### src/husky_pkg.sv
`default_nettype none

package husky_pkg;

   // register bus widths
   localparam int BYTECNT_W = 7;                 // byte index within one access
   localparam int ADDR_W    = 8;
   localparam int DATA_W    = 8;

   // adc serial port
   localparam int ADC_FRAME_BITS = 16;           // address byte then data byte
   localparam int ADC_BITCNT_W   = $clog2(ADC_FRAME_BITS);
   localparam int ADC_RB_W       = 8;            // readback keeps the last byte

   // register map
   typedef enum logic [ADDR_W-1:0] {
      ADDR_TRIG_SRC   = 8'h20,                   // io enable mask [3:0]
      ADDR_TRIG_MODE  = 8'h21,                   // [0] and/or, [1] invert
      ADDR_TRIG_COUNT = 8'h22,                   // event count, write clears
      ADDR_ADC_CTRL   = 8'h30,                   // reset, oe, dfs
      ADDR_ADC_SPI    = 8'h31,                   // byte 0 addr, byte 1 data
      ADDR_ADC_STATUS = 8'h32                    // [0] busy, read only
   } reg_addr_e;

   // internal register bus, one driver and many listeners
   typedef struct packed {
      logic [ADDR_W-1:0]    address;
      logic [BYTECNT_W-1:0] bytecnt;
      logic [DATA_W-1:0]    wdata;
      logic                 read;                // level, follows the strobe
      logic                 write;               // single cycle pulse
      logic                 addrvalid;
   } reg_bus_t;

   // adc serial shifter states
   typedef enum logic [1:0] {
      IDLE  = 2'd0,
      SHIFT = 2'd1,                              // sclk running, sen low
      DONE  = 2'd2                               // readback latched here
   } adc_spi_state_e;

endpackage

`default_nettype wire

### src/usb_reg_bus.sv
`timescale 1ns/1ps
`default_nettype none

module usb_reg_bus (
   input  logic                clk_usb_buf,
   input  logic                arst_n_i,
   input  logic [7:0]          usb_addr_i,
   input  logic [7:0]          usb_data_i,
   input  logic                usb_alen_i,   // active low address latch
   input  logic                usb_cen_i,    // active low chip enable
   input  logic                usb_rdn_i,
   input  logic                usb_wrn_i,
   output logic [7:0]          usb_data_o,
   output logic                usb_data_oe_o,
   output husky_pkg::reg_bus_t reg_bus_o,
   input  logic [7:0]          rdata_i       // already ORed over all blocks
);
   import husky_pkg::*;

   logic [ADDR_W-1:0]    addr_r;       // latched during alen low
   logic [BYTECNT_W-1:0] bytecnt_r;
   logic [DATA_W-1:0]    wdata_r;
   logic                 addrvalid_r;
   logic                 write_r;      // the one-cycle write pulse
   logic                 wrn_q;        // previous wrn for edge detect
   logic                 rd_q;         // previous read level
   logic                 rd_lvl;
   logic                 wr_fall;
   logic                 rd_end;

   // host bus decode
   assign rd_lvl  = ~usb_cen_i & ~usb_rdn_i;              // read follows strobe
   assign wr_fall = wrn_q & ~usb_wrn_i & ~usb_cen_i;      // falling wrn, chip selected
   assign rd_end  = rd_q & ~rd_lvl;                       // rdn went back high

   always_ff @(posedge clk_usb_buf or negedge arst_n_i) begin
      if (!arst_n_i) begin
         wrn_q       <= 1'b1;
         rd_q        <= 1'b0;
         write_r     <= 1'b0;
         addrvalid_r <= 1'b0;
         bytecnt_r   <= '0;
      end else begin
         wrn_q   <= usb_wrn_i;
         rd_q    <= rd_lvl;
         write_r <= wr_fall;                              // pulse one clock after edge

         if (!usb_alen_i) begin
            addrvalid_r <= 1'b1;                          // holds until next address cycle
         end

         // byte counter within one access
         if (!usb_alen_i) begin
            bytecnt_r <= '0;
         end else if (write_r || rd_end) begin
            bytecnt_r <= bytecnt_r + 1'b1;                // moves after the byte is done
         end
      end
   end

   // address latch and write data capture
   always_ff @(posedge clk_usb_buf) begin
      if (!usb_alen_i) begin
         addr_r <= usb_addr_i;                            // every clock while alen low
      end
      if (wr_fall) begin
         wdata_r <= usb_data_i;                           // sampled at the strobe edge
      end
   end

   // read data back to host
   // second stage after the registered block rdata
   always_ff @(posedge clk_usb_buf) begin
      usb_data_o <= rdata_i;
   end

   assign usb_data_oe_o = rd_lvl;                         // drive only during a read

   // register bus out
   assign reg_bus_o = '{
      address:   addr_r,
      bytecnt:   bytecnt_r,
      wdata:     wdata_r,
      read:      rd_lvl,
      write:     write_r,
      addrvalid: addrvalid_r
   };

endmodule

`default_nettype wire

### src/reg_trigger.sv
`timescale 1ns/1ps
`default_nettype none

module reg_trigger (
   input  logic                clk_usb_buf,
   input  logic                arst_n_i,
   input  husky_pkg::reg_bus_t reg_bus_i,
   output logic [7:0]          rdata_o,
   input  logic [3:0]          target_io_i,   // io1 in bit 0
   output logic                trigger_o
);
   import husky_pkg::*;

   reg_addr_e  addr;
   logic [3:0] mask_r;        // which io lines take part
   logic [1:0] mode_r;        // [0] and, [1] invert
   logic [7:0] count_r;       // wraps
   logic       trig_q;        // previous trigger for edge detect
   logic [3:0] sel;
   logic       or_v;
   logic       and_v;
   logic       raw;
   logic       trig_next;
   logic       wr_src;
   logic       wr_mode;
   logic       wr_count;
   logic       trig_rise;

   assign addr = reg_addr_e'(reg_bus_i.address);

   // write decode
   assign wr_src   = reg_bus_i.write & reg_bus_i.addrvalid & (addr == ADDR_TRIG_SRC);
   assign wr_mode  = reg_bus_i.write & reg_bus_i.addrvalid & (addr == ADDR_TRIG_MODE);
   assign wr_count = reg_bus_i.write & reg_bus_i.addrvalid & (addr == ADDR_TRIG_COUNT);

   // combine the enabled lines
   assign sel       = target_io_i & mask_r;
   assign or_v      = |sel;
   assign and_v     = (|mask_r) & (&(target_io_i | ~mask_r));  // empty mask gives 0
   assign raw       = mode_r[0] ? and_v : or_v;
   assign trig_next = raw ^ mode_r[1];                          // invert applied last

   assign trig_rise = trigger_o & ~trig_q;

   always_ff @(posedge clk_usb_buf or negedge arst_n_i) begin
      if (!arst_n_i) begin
         mask_r    <= '0;
         mode_r    <= '0;
         count_r   <= '0;
         trigger_o <= 1'b0;
         trig_q    <= 1'b0;
      end else begin
         if (wr_src) begin
            mask_r <= reg_bus_i.wdata[3:0];
         end
         if (wr_mode) begin
            mode_r <= reg_bus_i.wdata[1:0];
         end

         trigger_o <= trig_next;           // one cycle behind the io lines
         trig_q    <= trigger_o;

         // any written value clears, clear wins over a coincident edge
         if (wr_count) begin
            count_r <= '0;
         end else if (trig_rise) begin
            count_r <= count_r + 8'd1;
         end
      end
   end

   // read mux, registered while read is high
   always_ff @(posedge clk_usb_buf) begin
      if (reg_bus_i.read && reg_bus_i.addrvalid) begin
         case (addr)
            ADDR_TRIG_SRC:   rdata_o <= {4'b0, mask_r};
            ADDR_TRIG_MODE:  rdata_o <= {6'b0, mode_r};
            ADDR_TRIG_COUNT: rdata_o <= count_r;
            default:         rdata_o <= '0;          // not ours
         endcase
      end else begin
         rdata_o <= '0;                              // keeps the OR clean
      end
   end

endmodule

`default_nettype wire

### src/reg_adc_ctrl.sv
`timescale 1ns/1ps
`default_nettype none

module reg_adc_ctrl (
   input  logic                clk_usb_buf,
   input  logic                arst_n_i,
   input  husky_pkg::reg_bus_t reg_bus_i,
   output logic [7:0]          rdata_o,
   output logic                adc_sclk_o,
   output logic                adc_sdata_o,
   output logic                adc_sen_o,     // active low frame enable
   input  logic                adc_sdout_i,
   output logic                adc_reset_o,
   output logic                adc_oe_o,
   output logic                adc_dfs_o
);
   import husky_pkg::*;

   reg_addr_e                 addr;
   adc_spi_state_e            state_r;
   logic [2:0]                ctrl_r;        // dfs, oe, reset
   logic [7:0]                spi_addr_r;    // byte 0 of the frame
   logic [ADC_FRAME_BITS-1:0] shreg_r;       // outgoing, msb first
   logic [ADC_RB_W-1:0]       shin_r;        // incoming sdout bits
   logic [ADC_RB_W-1:0]       rb_r;          // last readback byte
   logic [ADC_BITCNT_W-1:0]   bit_cnt_r;     // counts falling sclk
   logic                      busy;
   logic                      wr_ctrl;
   logic                      wr_spi0;
   logic                      wr_spi1;
   logic                      start;

   assign addr = reg_addr_e'(reg_bus_i.address);
   assign busy = (state_r == SHIFT);

   // write decode, bytecnt picks the byte of ADC_SPI
   assign wr_ctrl = reg_bus_i.write & reg_bus_i.addrvalid & (addr == ADDR_ADC_CTRL);
   assign wr_spi0 = reg_bus_i.write & reg_bus_i.addrvalid & (addr == ADDR_ADC_SPI)
                    & (reg_bus_i.bytecnt == '0);
   assign wr_spi1 = reg_bus_i.write & reg_bus_i.addrvalid & (addr == ADDR_ADC_SPI)
                    & (reg_bus_i.bytecnt == BYTECNT_W'(1));
   assign start   = wr_spi1 & ~busy;                   // ignored mid-frame

   assign {adc_dfs_o, adc_oe_o, adc_reset_o} = ctrl_r;
   assign adc_sdata_o = shreg_r[ADC_FRAME_BITS-1];

   always_ff @(posedge clk_usb_buf or negedge arst_n_i) begin
      if (!arst_n_i) begin
         state_r    <= IDLE;
         ctrl_r     <= '0;
         spi_addr_r <= '0;
         shreg_r    <= '0;
         bit_cnt_r  <= '0;
         rb_r       <= '0;
         adc_sclk_o <= 1'b0;
         adc_sen_o  <= 1'b1;
      end else begin
         if (wr_ctrl) begin
            ctrl_r <= reg_bus_i.wdata[2:0];            // pins follow one cycle later
         end
         if (wr_spi0 && !busy) begin
            spi_addr_r <= reg_bus_i.wdata;
         end

         case (state_r)
            IDLE, DONE: begin
               if (state_r == DONE) begin
                  rb_r <= shin_r;                      // frame finished
               end
               state_r <= IDLE;
               if (start) begin
                  state_r    <= SHIFT;
                  adc_sen_o  <= 1'b0;
                  adc_sclk_o <= 1'b0;
                  bit_cnt_r  <= '0;
                  shreg_r    <= {spi_addr_r, reg_bus_i.wdata};
               end
            end
            SHIFT: begin
               adc_sclk_o <= ~adc_sclk_o;              // half period is one clock
               if (adc_sclk_o) begin                   // falling sclk
                  shreg_r <= {shreg_r[ADC_FRAME_BITS-2:0], 1'b0};
                  if (bit_cnt_r == ADC_BITCNT_W'(ADC_FRAME_BITS - 1)) begin
                     state_r   <= DONE;
                     adc_sen_o <= 1'b1;
                  end else begin
                     bit_cnt_r <= bit_cnt_r + 1'b1;
                  end
               end
            end
            default: state_r <= IDLE;
         endcase
      end
   end

   // sdout sampled on rising sclk, the last 8 bits survive
   always_ff @(posedge clk_usb_buf) begin
      if (state_r == SHIFT && !adc_sclk_o) begin
         shin_r <= {shin_r[ADC_RB_W-2:0], adc_sdout_i};
      end
   end

   // read mux
   always_ff @(posedge clk_usb_buf) begin
      if (reg_bus_i.read && reg_bus_i.addrvalid) begin
         case (addr)
            ADDR_ADC_CTRL:   rdata_o <= {5'b0, ctrl_r};
            ADDR_ADC_SPI:    rdata_o <= rb_r;
            ADDR_ADC_STATUS: rdata_o <= {7'b0, busy};
            default:         rdata_o <= '0;
         endcase
      end else begin
         rdata_o <= '0;
      end
   end

endmodule

`default_nettype wire

### src/husky_regs_top.sv
`timescale 1ns/1ps
`default_nettype none

module husky_regs_top (
   input  logic       clk_usb_buf,
   input  logic       arst_n_i,
   // host parallel bus
   input  logic [7:0] usb_addr_i,
   input  logic [7:0] usb_data_i,
   input  logic       usb_alen_i,
   input  logic       usb_cen_i,
   input  logic       usb_rdn_i,
   input  logic       usb_wrn_i,
   output logic [7:0] usb_data_o,
   output logic       usb_data_oe_o,
   // target io and trigger
   input  logic [3:0] target_io_i,
   output logic       trigger_o,
   // adc pins
   output logic       adc_sclk_o,
   output logic       adc_sdata_o,
   output logic       adc_sen_o,
   input  logic       adc_sdout_i,
   output logic       adc_reset_o,
   output logic       adc_oe_o,
   output logic       adc_dfs_o
);
   import husky_pkg::*;

   reg_bus_t   reg_bus;
   logic [7:0] rdata_trig;
   logic [7:0] rdata_adc;
   logic [7:0] rdata;

   assign rdata = rdata_trig | rdata_adc;    // idle blocks return zero

   usb_reg_bus usb_reg_bus_i (
      .clk_usb_buf   (clk_usb_buf),
      .arst_n_i      (arst_n_i),
      .usb_addr_i    (usb_addr_i),
      .usb_data_i    (usb_data_i),
      .usb_alen_i    (usb_alen_i),
      .usb_cen_i     (usb_cen_i),
      .usb_rdn_i     (usb_rdn_i),
      .usb_wrn_i     (usb_wrn_i),
      .usb_data_o    (usb_data_o),
      .usb_data_oe_o (usb_data_oe_o),
      .reg_bus_o     (reg_bus),
      .rdata_i       (rdata)
   );

   reg_trigger reg_trigger_i (
      .clk_usb_buf (clk_usb_buf),
      .arst_n_i    (arst_n_i),
      .reg_bus_i   (reg_bus),
      .rdata_o     (rdata_trig),
      .target_io_i (target_io_i),
      .trigger_o   (trigger_o)
   );

   reg_adc_ctrl reg_adc_ctrl_i (
      .clk_usb_buf (clk_usb_buf),
      .arst_n_i    (arst_n_i),
      .reg_bus_i   (reg_bus),
      .rdata_o     (rdata_adc),
      .adc_sclk_o  (adc_sclk_o),
      .adc_sdata_o (adc_sdata_o),
      .adc_sen_o   (adc_sen_o),
      .adc_sdout_i (adc_sdout_i),
      .adc_reset_o (adc_reset_o),
      .adc_oe_o    (adc_oe_o),
      .adc_dfs_o   (adc_dfs_o)
   );

endmodule

`default_nettype wire

### config.mk
export PLATFORM = sky130hd
export DESIGN_NAME = husky_regs_top
export DESIGN_NICKNAME = d
export VERILOG_FILES = /design/src/husky_pkg.sv /design/src/usb_reg_bus.sv /design/src/reg_trigger.sv /design/src/reg_adc_ctrl.sv /design/src/husky_regs_top.sv
export SDC_FILE = /design/constraint.sdc
export NUM_CORES = 1
export LEC_CHECK = 0
export BUFFER_PORTS_ARGS = -buffer_cell sky130_fd_sc_hd__buf_4
export CORE_MARGIN = 5
export CORE_UTILIZATION = 60
export CTS_CLUSTER_SIZE = 28
export DETAILED_ROUTE_END_ITERATION = 12
export GPL_TIMING_DRIVEN = 0
export HOLD_SLACK_MARGIN = 0.12
export PLACE_DENSITY = 0.8
export SYNTH_ARGS = -nofsm -noshare
export SYNTH_HDL_FRONTEND = slang
export SYNTH_SLANG_ARGS = --single-unit
### constraint.sdc
create_clock -name clk_usb_buf -period 5.1 [get_ports clk_usb_buf]
set_clock_uncertainty 0.05 [all_clocks]
set_input_delay 0.765 -clock clk_usb_buf [delete_from_list [all_inputs] [get_ports clk_usb_buf]]
set_output_delay 0.765 -clock clk_usb_buf [all_outputs]
set_load 0.1 [all_outputs]
==> impl_metrics.prom <==
# TYPE chip_impl_metric gauge
chip_impl_info{name="run_status",value="finished clean"} 1
chip_impl_metric{name="cts.repair_timing.setup_buffer_count",unit=""} 0
chip_impl_metric{name="coreArea",unit="mm2"} 0.00777
chip_impl_info{name="clock_tree.root_cell",value="sky130_fd_sc_hd__clkbuf_8"} 1
chip_impl_metric{name="h_tree_depth_reported_by_cts",unit=""} 4
chip_impl_metric{name="die-width",unit="um"} 99.4
chip_impl_metric{name="tritoncts_num_sinks",unit=""} 118
chip_impl_info{name="timing.setup.critical_path_class",value="in -> out"} 1
chip_impl_metric{name="postSynthAreaPerCell",unit="um2"} 12.5
chip_impl_info{name="synth_area_leaders",value="sky130_fd_sc_hd__dfrtp_1 35%, sky130_fd_sc_hd__edfxtp_1 15%, sky130_fd_sc_hd__dfxtp_1 10%, sky130_fd_sc_hd__mux2_2 6.8%, sky130_fd_sc_hd__nand2_1 4.5%"} 1
chip_impl_metric{name="first_drt_pass_iteration_count",unit=""} 4
chip_impl_metric{name="tightestPinTransition",unit="ns"} 0.901
chip_impl_metric{name="placed_cells_incl_taps",unit=""} 529
chip_impl_metric{name="row_count",unit=""} 32
chip_impl_metric{name="fin_crit",unit="ns"} 2.39
chip_impl_metric{name="gp_congestion",unit=""} 0.846
chip_impl_info{name="post_synth_most_frequent_cells",value="68 x sky130_fd_sc_hd__dfrtp_1, 57 x sky130_fd_sc_hd__nand2_1, 29 x sky130_fd_sc_hd__mux2_2"} 1
chip_impl_metric{name="wl_per_cell",unit="um"} 17.0
chip_impl_info{name="endpoint_kind",value="output pin"} 1
chip_impl_metric{name="ir_worst_vdd",unit="mV"} 0.271
chip_impl_metric{name="portion_of_the_clock_cycle_consumed_by_the_worst_path_in_the_final_layout",unit="%"} 46.9
chip_impl_metric{name="die_area",unit="mm2"} 0.00989
chip_impl_metric{name="initialDrtViolationCount",unit=""} 128
chip_impl_metric{name="seq_area_frac_synth",unit="%"} 61.6
chip_impl_metric{name="nNetsFinal",unit=""} 478
chip_impl_metric{name="slew_headroom",unit="%"} 39.7
chip_impl_metric{name="crit_required",unit="ns"} 4.28
chip_impl_metric{name="r2r_setup_slack",unit="ns"} 2.84
chip_impl_metric{name="power.internal",unit="uW"} 1720
chip_impl_metric{name="remaining_drc_errors",unit=""} 0
chip_impl_metric{name="globalRoute.totalOverflow",unit=""} 0
chip_impl_metric{name="multi_input_comb_area",unit="mm2"} 0.00177
chip_impl_metric{name="grt_util_all_layers",unit="%"} 20.9
chip_impl_metric{name="synth-warning-count",unit=""} 0
chip_impl_metric{name="cts_resized",unit=""} 0
chip_impl_info{name="r2r-start",value="reg_adc_ctrl_i.state_r[1]"} 1
chip_impl_metric{name="post_synth_edffs",unit=""} 24
chip_impl_metric{name="number_of_global_route_vias_before_repair",unit=""} 3217
chip_impl_info{name="timing.critical_path.from",value="usb_cen_i"} 1
chip_impl_metric{name="clock_power_share",unit="%"} 50.1
chip_impl_metric{name="power.switching_fraction",unit="%"} 23.5
chip_impl_metric{name="die_span_y",unit="um"} 99.4
chip_impl_metric{name="initial_core_util",unit="%"} 61.8
chip_impl_metric{name="placement.io_buffers",unit=""} 42
chip_impl_metric{name="power.share.sequential",unit="%"} 44.9
chip_impl_info{name="min-delay-path-class",value="in -> async"} 1
chip_impl_metric{name="grt_start_max_net_pins",unit=""} 71
chip_impl_metric{name="critical_path_peak_fanout",unit=""} 4
chip_impl_metric{name="max-clock-path-buffers",unit=""} 2
chip_impl_metric{name="final.fill_count",unit=""} 506
chip_impl_metric{name="holdBufCountCts",unit=""} 0
chip_impl_metric{name="hpwlAfterDp",unit="um"} 6160
chip_impl_metric{name="grt_pass1_wl",unit="um"} 15900
chip_impl_info{name="leading_cell_type_by_number_of_instances_after_synthesis",value="sky130_fd_sc_hd__dfrtp_1"} 1
chip_impl_metric{name="timing.final.setup_violations",unit=""} 0
chip_impl_metric{name="setup-tns-final",unit="ns"} 0
chip_impl_metric{name="synth_cells",unit=""} 385
chip_impl_metric{name="slew_violations",unit=""} 0
chip_impl_info{name="ys_dominant_reg_cell",value="sky130_fd_sc_hd__dfrtp_1"} 1
chip_impl_metric{name="worst_skew_pair.late_latency",unit="ns"} 0.51
chip_impl_metric{name="reg2reg_depth",unit=""} 4
chip_impl_metric{name="maxCapViolCount",unit=""} 0
chip_impl_info{name="timing.rr.end",value="reg_adc_ctrl_i.shin_r[2]"} 1
chip_impl_metric{name="finalNonFillerCells",unit=""} 561
chip_impl_metric{name="power_density_of_the_placed_cells",unit="mW/mm2"} 386
chip_impl_metric{name="ant_nets",unit=""} 0
chip_impl_info{name="rsz0062_at_grt",value="no"} 1
chip_impl_metric{name="drive_above_1_share",unit="%"} 30.3
chip_impl_metric{name="vias_per_cell",unit=""} 5.51
chip_impl_metric{name="combPwrFrac",unit="%"} 5.0
chip_impl_metric{name="timing_hold_violations_final",unit=""} 0
chip_impl_metric{name="postSynthNetCount",unit=""} 417
chip_impl_metric{name="fin_worst_hold_slack",unit="ns"} 0.330
chip_impl_metric{name="asyncSetResetFlopFracSynth",unit="%"} 59.3
chip_impl_metric{name="power.static_leakage",unit="uW"} 0.00275
chip_impl_metric{name="sequential_cell_area",unit="mm2"} 0.00296
chip_impl_metric{name="number_of_distinct_library_cells_after_synthesis",unit=""} 55
chip_impl_metric{name="area.growth.synth_to_final",unit="%"} 21.2
chip_impl_metric{name="num_antenna_cells",unit=""} 0
chip_impl_metric{name="vias",unit=""} 3092
chip_impl_metric{name="mappedNetlistArea",unit="mm2"} 0.00480
chip_impl_metric{name="synth_seq_cells",unit=""} 118
chip_impl_metric{name="timing.final.ws_setup",unit="ns"} 2.71
chip_impl_metric{name="path_clk_slew",unit="ns"} 0.06
chip_impl_metric{name="synth_top_area_share",unit="%"} 35.5
chip_impl_info{name="kind_of_start_point_of_the_critical_path",value="input pin"} 1
chip_impl_metric{name="worst-endpoint-arrival",unit="ns"} 1.57
chip_impl_info{name="synth.largest_area_cell",value="sky130_fd_sc_hd__dfrtp_1"} 1
chip_impl_metric{name="power.net_switching",unit="uW"} 527
chip_impl_info{name="tritoncts",value="yes"} 1
chip_impl_metric{name="fmax",unit="MHz"} 418
chip_impl_metric{name="route.final.wire_length",unit="um"} 9540
chip_impl_metric{name="antenna_violations_before_repair",unit=""} 0
chip_impl_metric{name="cts_buffers",unit=""} 17
chip_impl_metric{name="pre_cts_ws",unit="ns"} 2.67
chip_impl_metric{name="pin_count",unit=""} 43
[stage by stage]
| stage | area (um2) | utilization [%] | total power (uW) |
|---|---|---|---|
| after floorplan | 4800 | - | 1090 |
| final | 5820 | 74.9 | 2250 |
| after detailed placement | 5240 | 67.5 | 1140 |
| after global routing | 5820 | 74.9 | 2330 |
| after global placement | 5240 | 67.5 | 1130 |
| after CTS | 5810 | 74.8 | 2260 |
[registers in the layout, summed over array words and instances, names as in the netlist, 2 cells and up]
signal / cells
reg_adc_ctrl_i.state_r: 2
reg_adc_ctrl_i.ctrl_r: 3
usb_reg_bus_i.usb_data_o: 8
reg_adc_ctrl_i.shreg_r: 16
usb_reg_bus_i.wdata_r: 8
reg_trigger_i.mask_r: 4
reg_trigger_i.rdata_o: 8
usb_reg_bus_i.addr_r: 8
reg_adc_ctrl_i.rb_r: 8
reg_trigger_i.mode_r: 2
reg_adc_ctrl_i.bit_cnt_r: 4
reg_adc_ctrl_i.shin_r: 8
usb_reg_bus_i.bytecnt_r: 7
reg_adc_ctrl_i.rdata_o: 8
reg_trigger_i.count_r: 8
reg_adc_ctrl_i.spi_addr_r: 8
[power groups by stage]
stage	clock network (uW)	logic, uW	registers (uW)
after floorplan	0	51.2	1040
after global placement	0	108	1020
after detailed placement	0	111	1020
after CTS	1140	112	1010
after global routing	1190	123	1010
final	1130	111	1010
[placed cells by master (no fill, tap or decap), types with 3 or more instances in the layout]
| master | netlist | routed |
|---|---|---|
| sky130_fd_sc_hd__dfrtp_1 | 68 | 68 |
| sky130_fd_sc_hd__nand2_1 | 57 | 57 |
| sky130_fd_sc_hd__buf_4 | 0 | 42 |
| sky130_fd_sc_hd__mux2_2 | 29 | 29 |
| sky130_fd_sc_hd__nor2_1 | 25 | 25 |
| sky130_fd_sc_hd__dfxtp_1 | 24 | 24 |
| sky130_fd_sc_hd__edfxtp_1 | 24 | 24 |
| sky130_fd_sc_hd__clkbuf_16 | 0 | 17 |
| sky130_fd_sc_hd__xor2_1 | 12 | 12 |
| sky130_fd_sc_hd__mux2_4 | 10 | 10 |
| sky130_fd_sc_hd__and3_1 | 9 | 9 |
| sky130_fd_sc_hd__o21ai_0 | 9 | 9 |
| sky130_fd_sc_hd__and2_1 | 9 | 9 |
| sky130_fd_sc_hd__or2_2 | 8 | 8 |
| sky130_fd_sc_hd__mux2i_1 | 8 | 8 |
| sky130_fd_sc_hd__nor2b_1 | 7 | 7 |
| sky130_fd_sc_hd__nand2b_1 | 6 | 6 |
| sky130_fd_sc_hd__nand4_1 | 6 | 6 |
| sky130_fd_sc_hd__inv_1 | 5 | 5 |
| sky130_fd_sc_hd__clkbuf_1 | 5 | 5 |
| sky130_fd_sc_hd__o2111ai_1 | 5 | 5 |
| sky130_fd_sc_hd__nand3_1 | 5 | 5 |
| sky130_fd_sc_hd__ha_1 | 5 | 5 |
| sky130_fd_sc_hd__buf_2 | 4 | 4 |
| sky130_fd_sc_hd__nor3_1 | 4 | 4 |
| sky130_fd_sc_hd__clkinv_2 | 0 | 3 |
| sky130_fd_sc_hd__clkinv_4 | 0 | 3 |
| sky130_fd_sc_hd__inv_6 | 0 | 3 |
[worst max path at each step]
stage                                      to  slack (ns)
floorplan           reg_adc_ctrl_i.rdata_o[1]        1.99
global placement     usb_reg_bus_i.wdata_r[7]        2.75
detailed placement   usb_reg_bus_i.wdata_r[6]        2.67
CTS                             usb_data_oe_o        2.71
global route         reg_adc_ctrl_i.shin_r[2]        2.66
finish                          usb_data_oe_o        2.71
[routing by layer]
metal  vias to the layer above  GRT usage, %  part of all wire, %
li1                       1467             -                    -
met1                      1529          27.3                   45
met2                        82          33.7                   49
met3                        14          5.61                  4.2
met4                         0          7.46                  1.4
met5                         -             0                    0
[cells by family after synthesis]
| family | count (synthesis) | synth area share [%] |
|---|---|---|
| flops | 118 | 61.6 |
| buf+inv | 17 | 1.59 |
| compound gates | 31 | 4.67 |
| xor+xnor | 14 | 2.56 |
| fa+ha+maj | 5 | 1.30 |
| mux | 47 | 11.6 |
| simple gates | 153 | 16.7 |
[critical path: stages]
cell and delay, ns:
sky130_fd_sc_hd__buf_4 0.12, sky130_fd_sc_hd__nor2_1 0.32, sky130_fd_sc_hd__buf_4 0.37
[area by class of cell]
cell class / count / area share (%)
clock buffers: 19 / 7.79
repair buffers: 42 / 5.42
inverters: 6 / 0.387
multi-input cells: 250 / 30.5
well taps: 102 / 2.19
plain buffers: 11 / 0.925
flip-flops and latches: 118 / 50.8
clock inverters: 13 / 2.02
No activity file was read; power rests on OpenSTA's default activity.
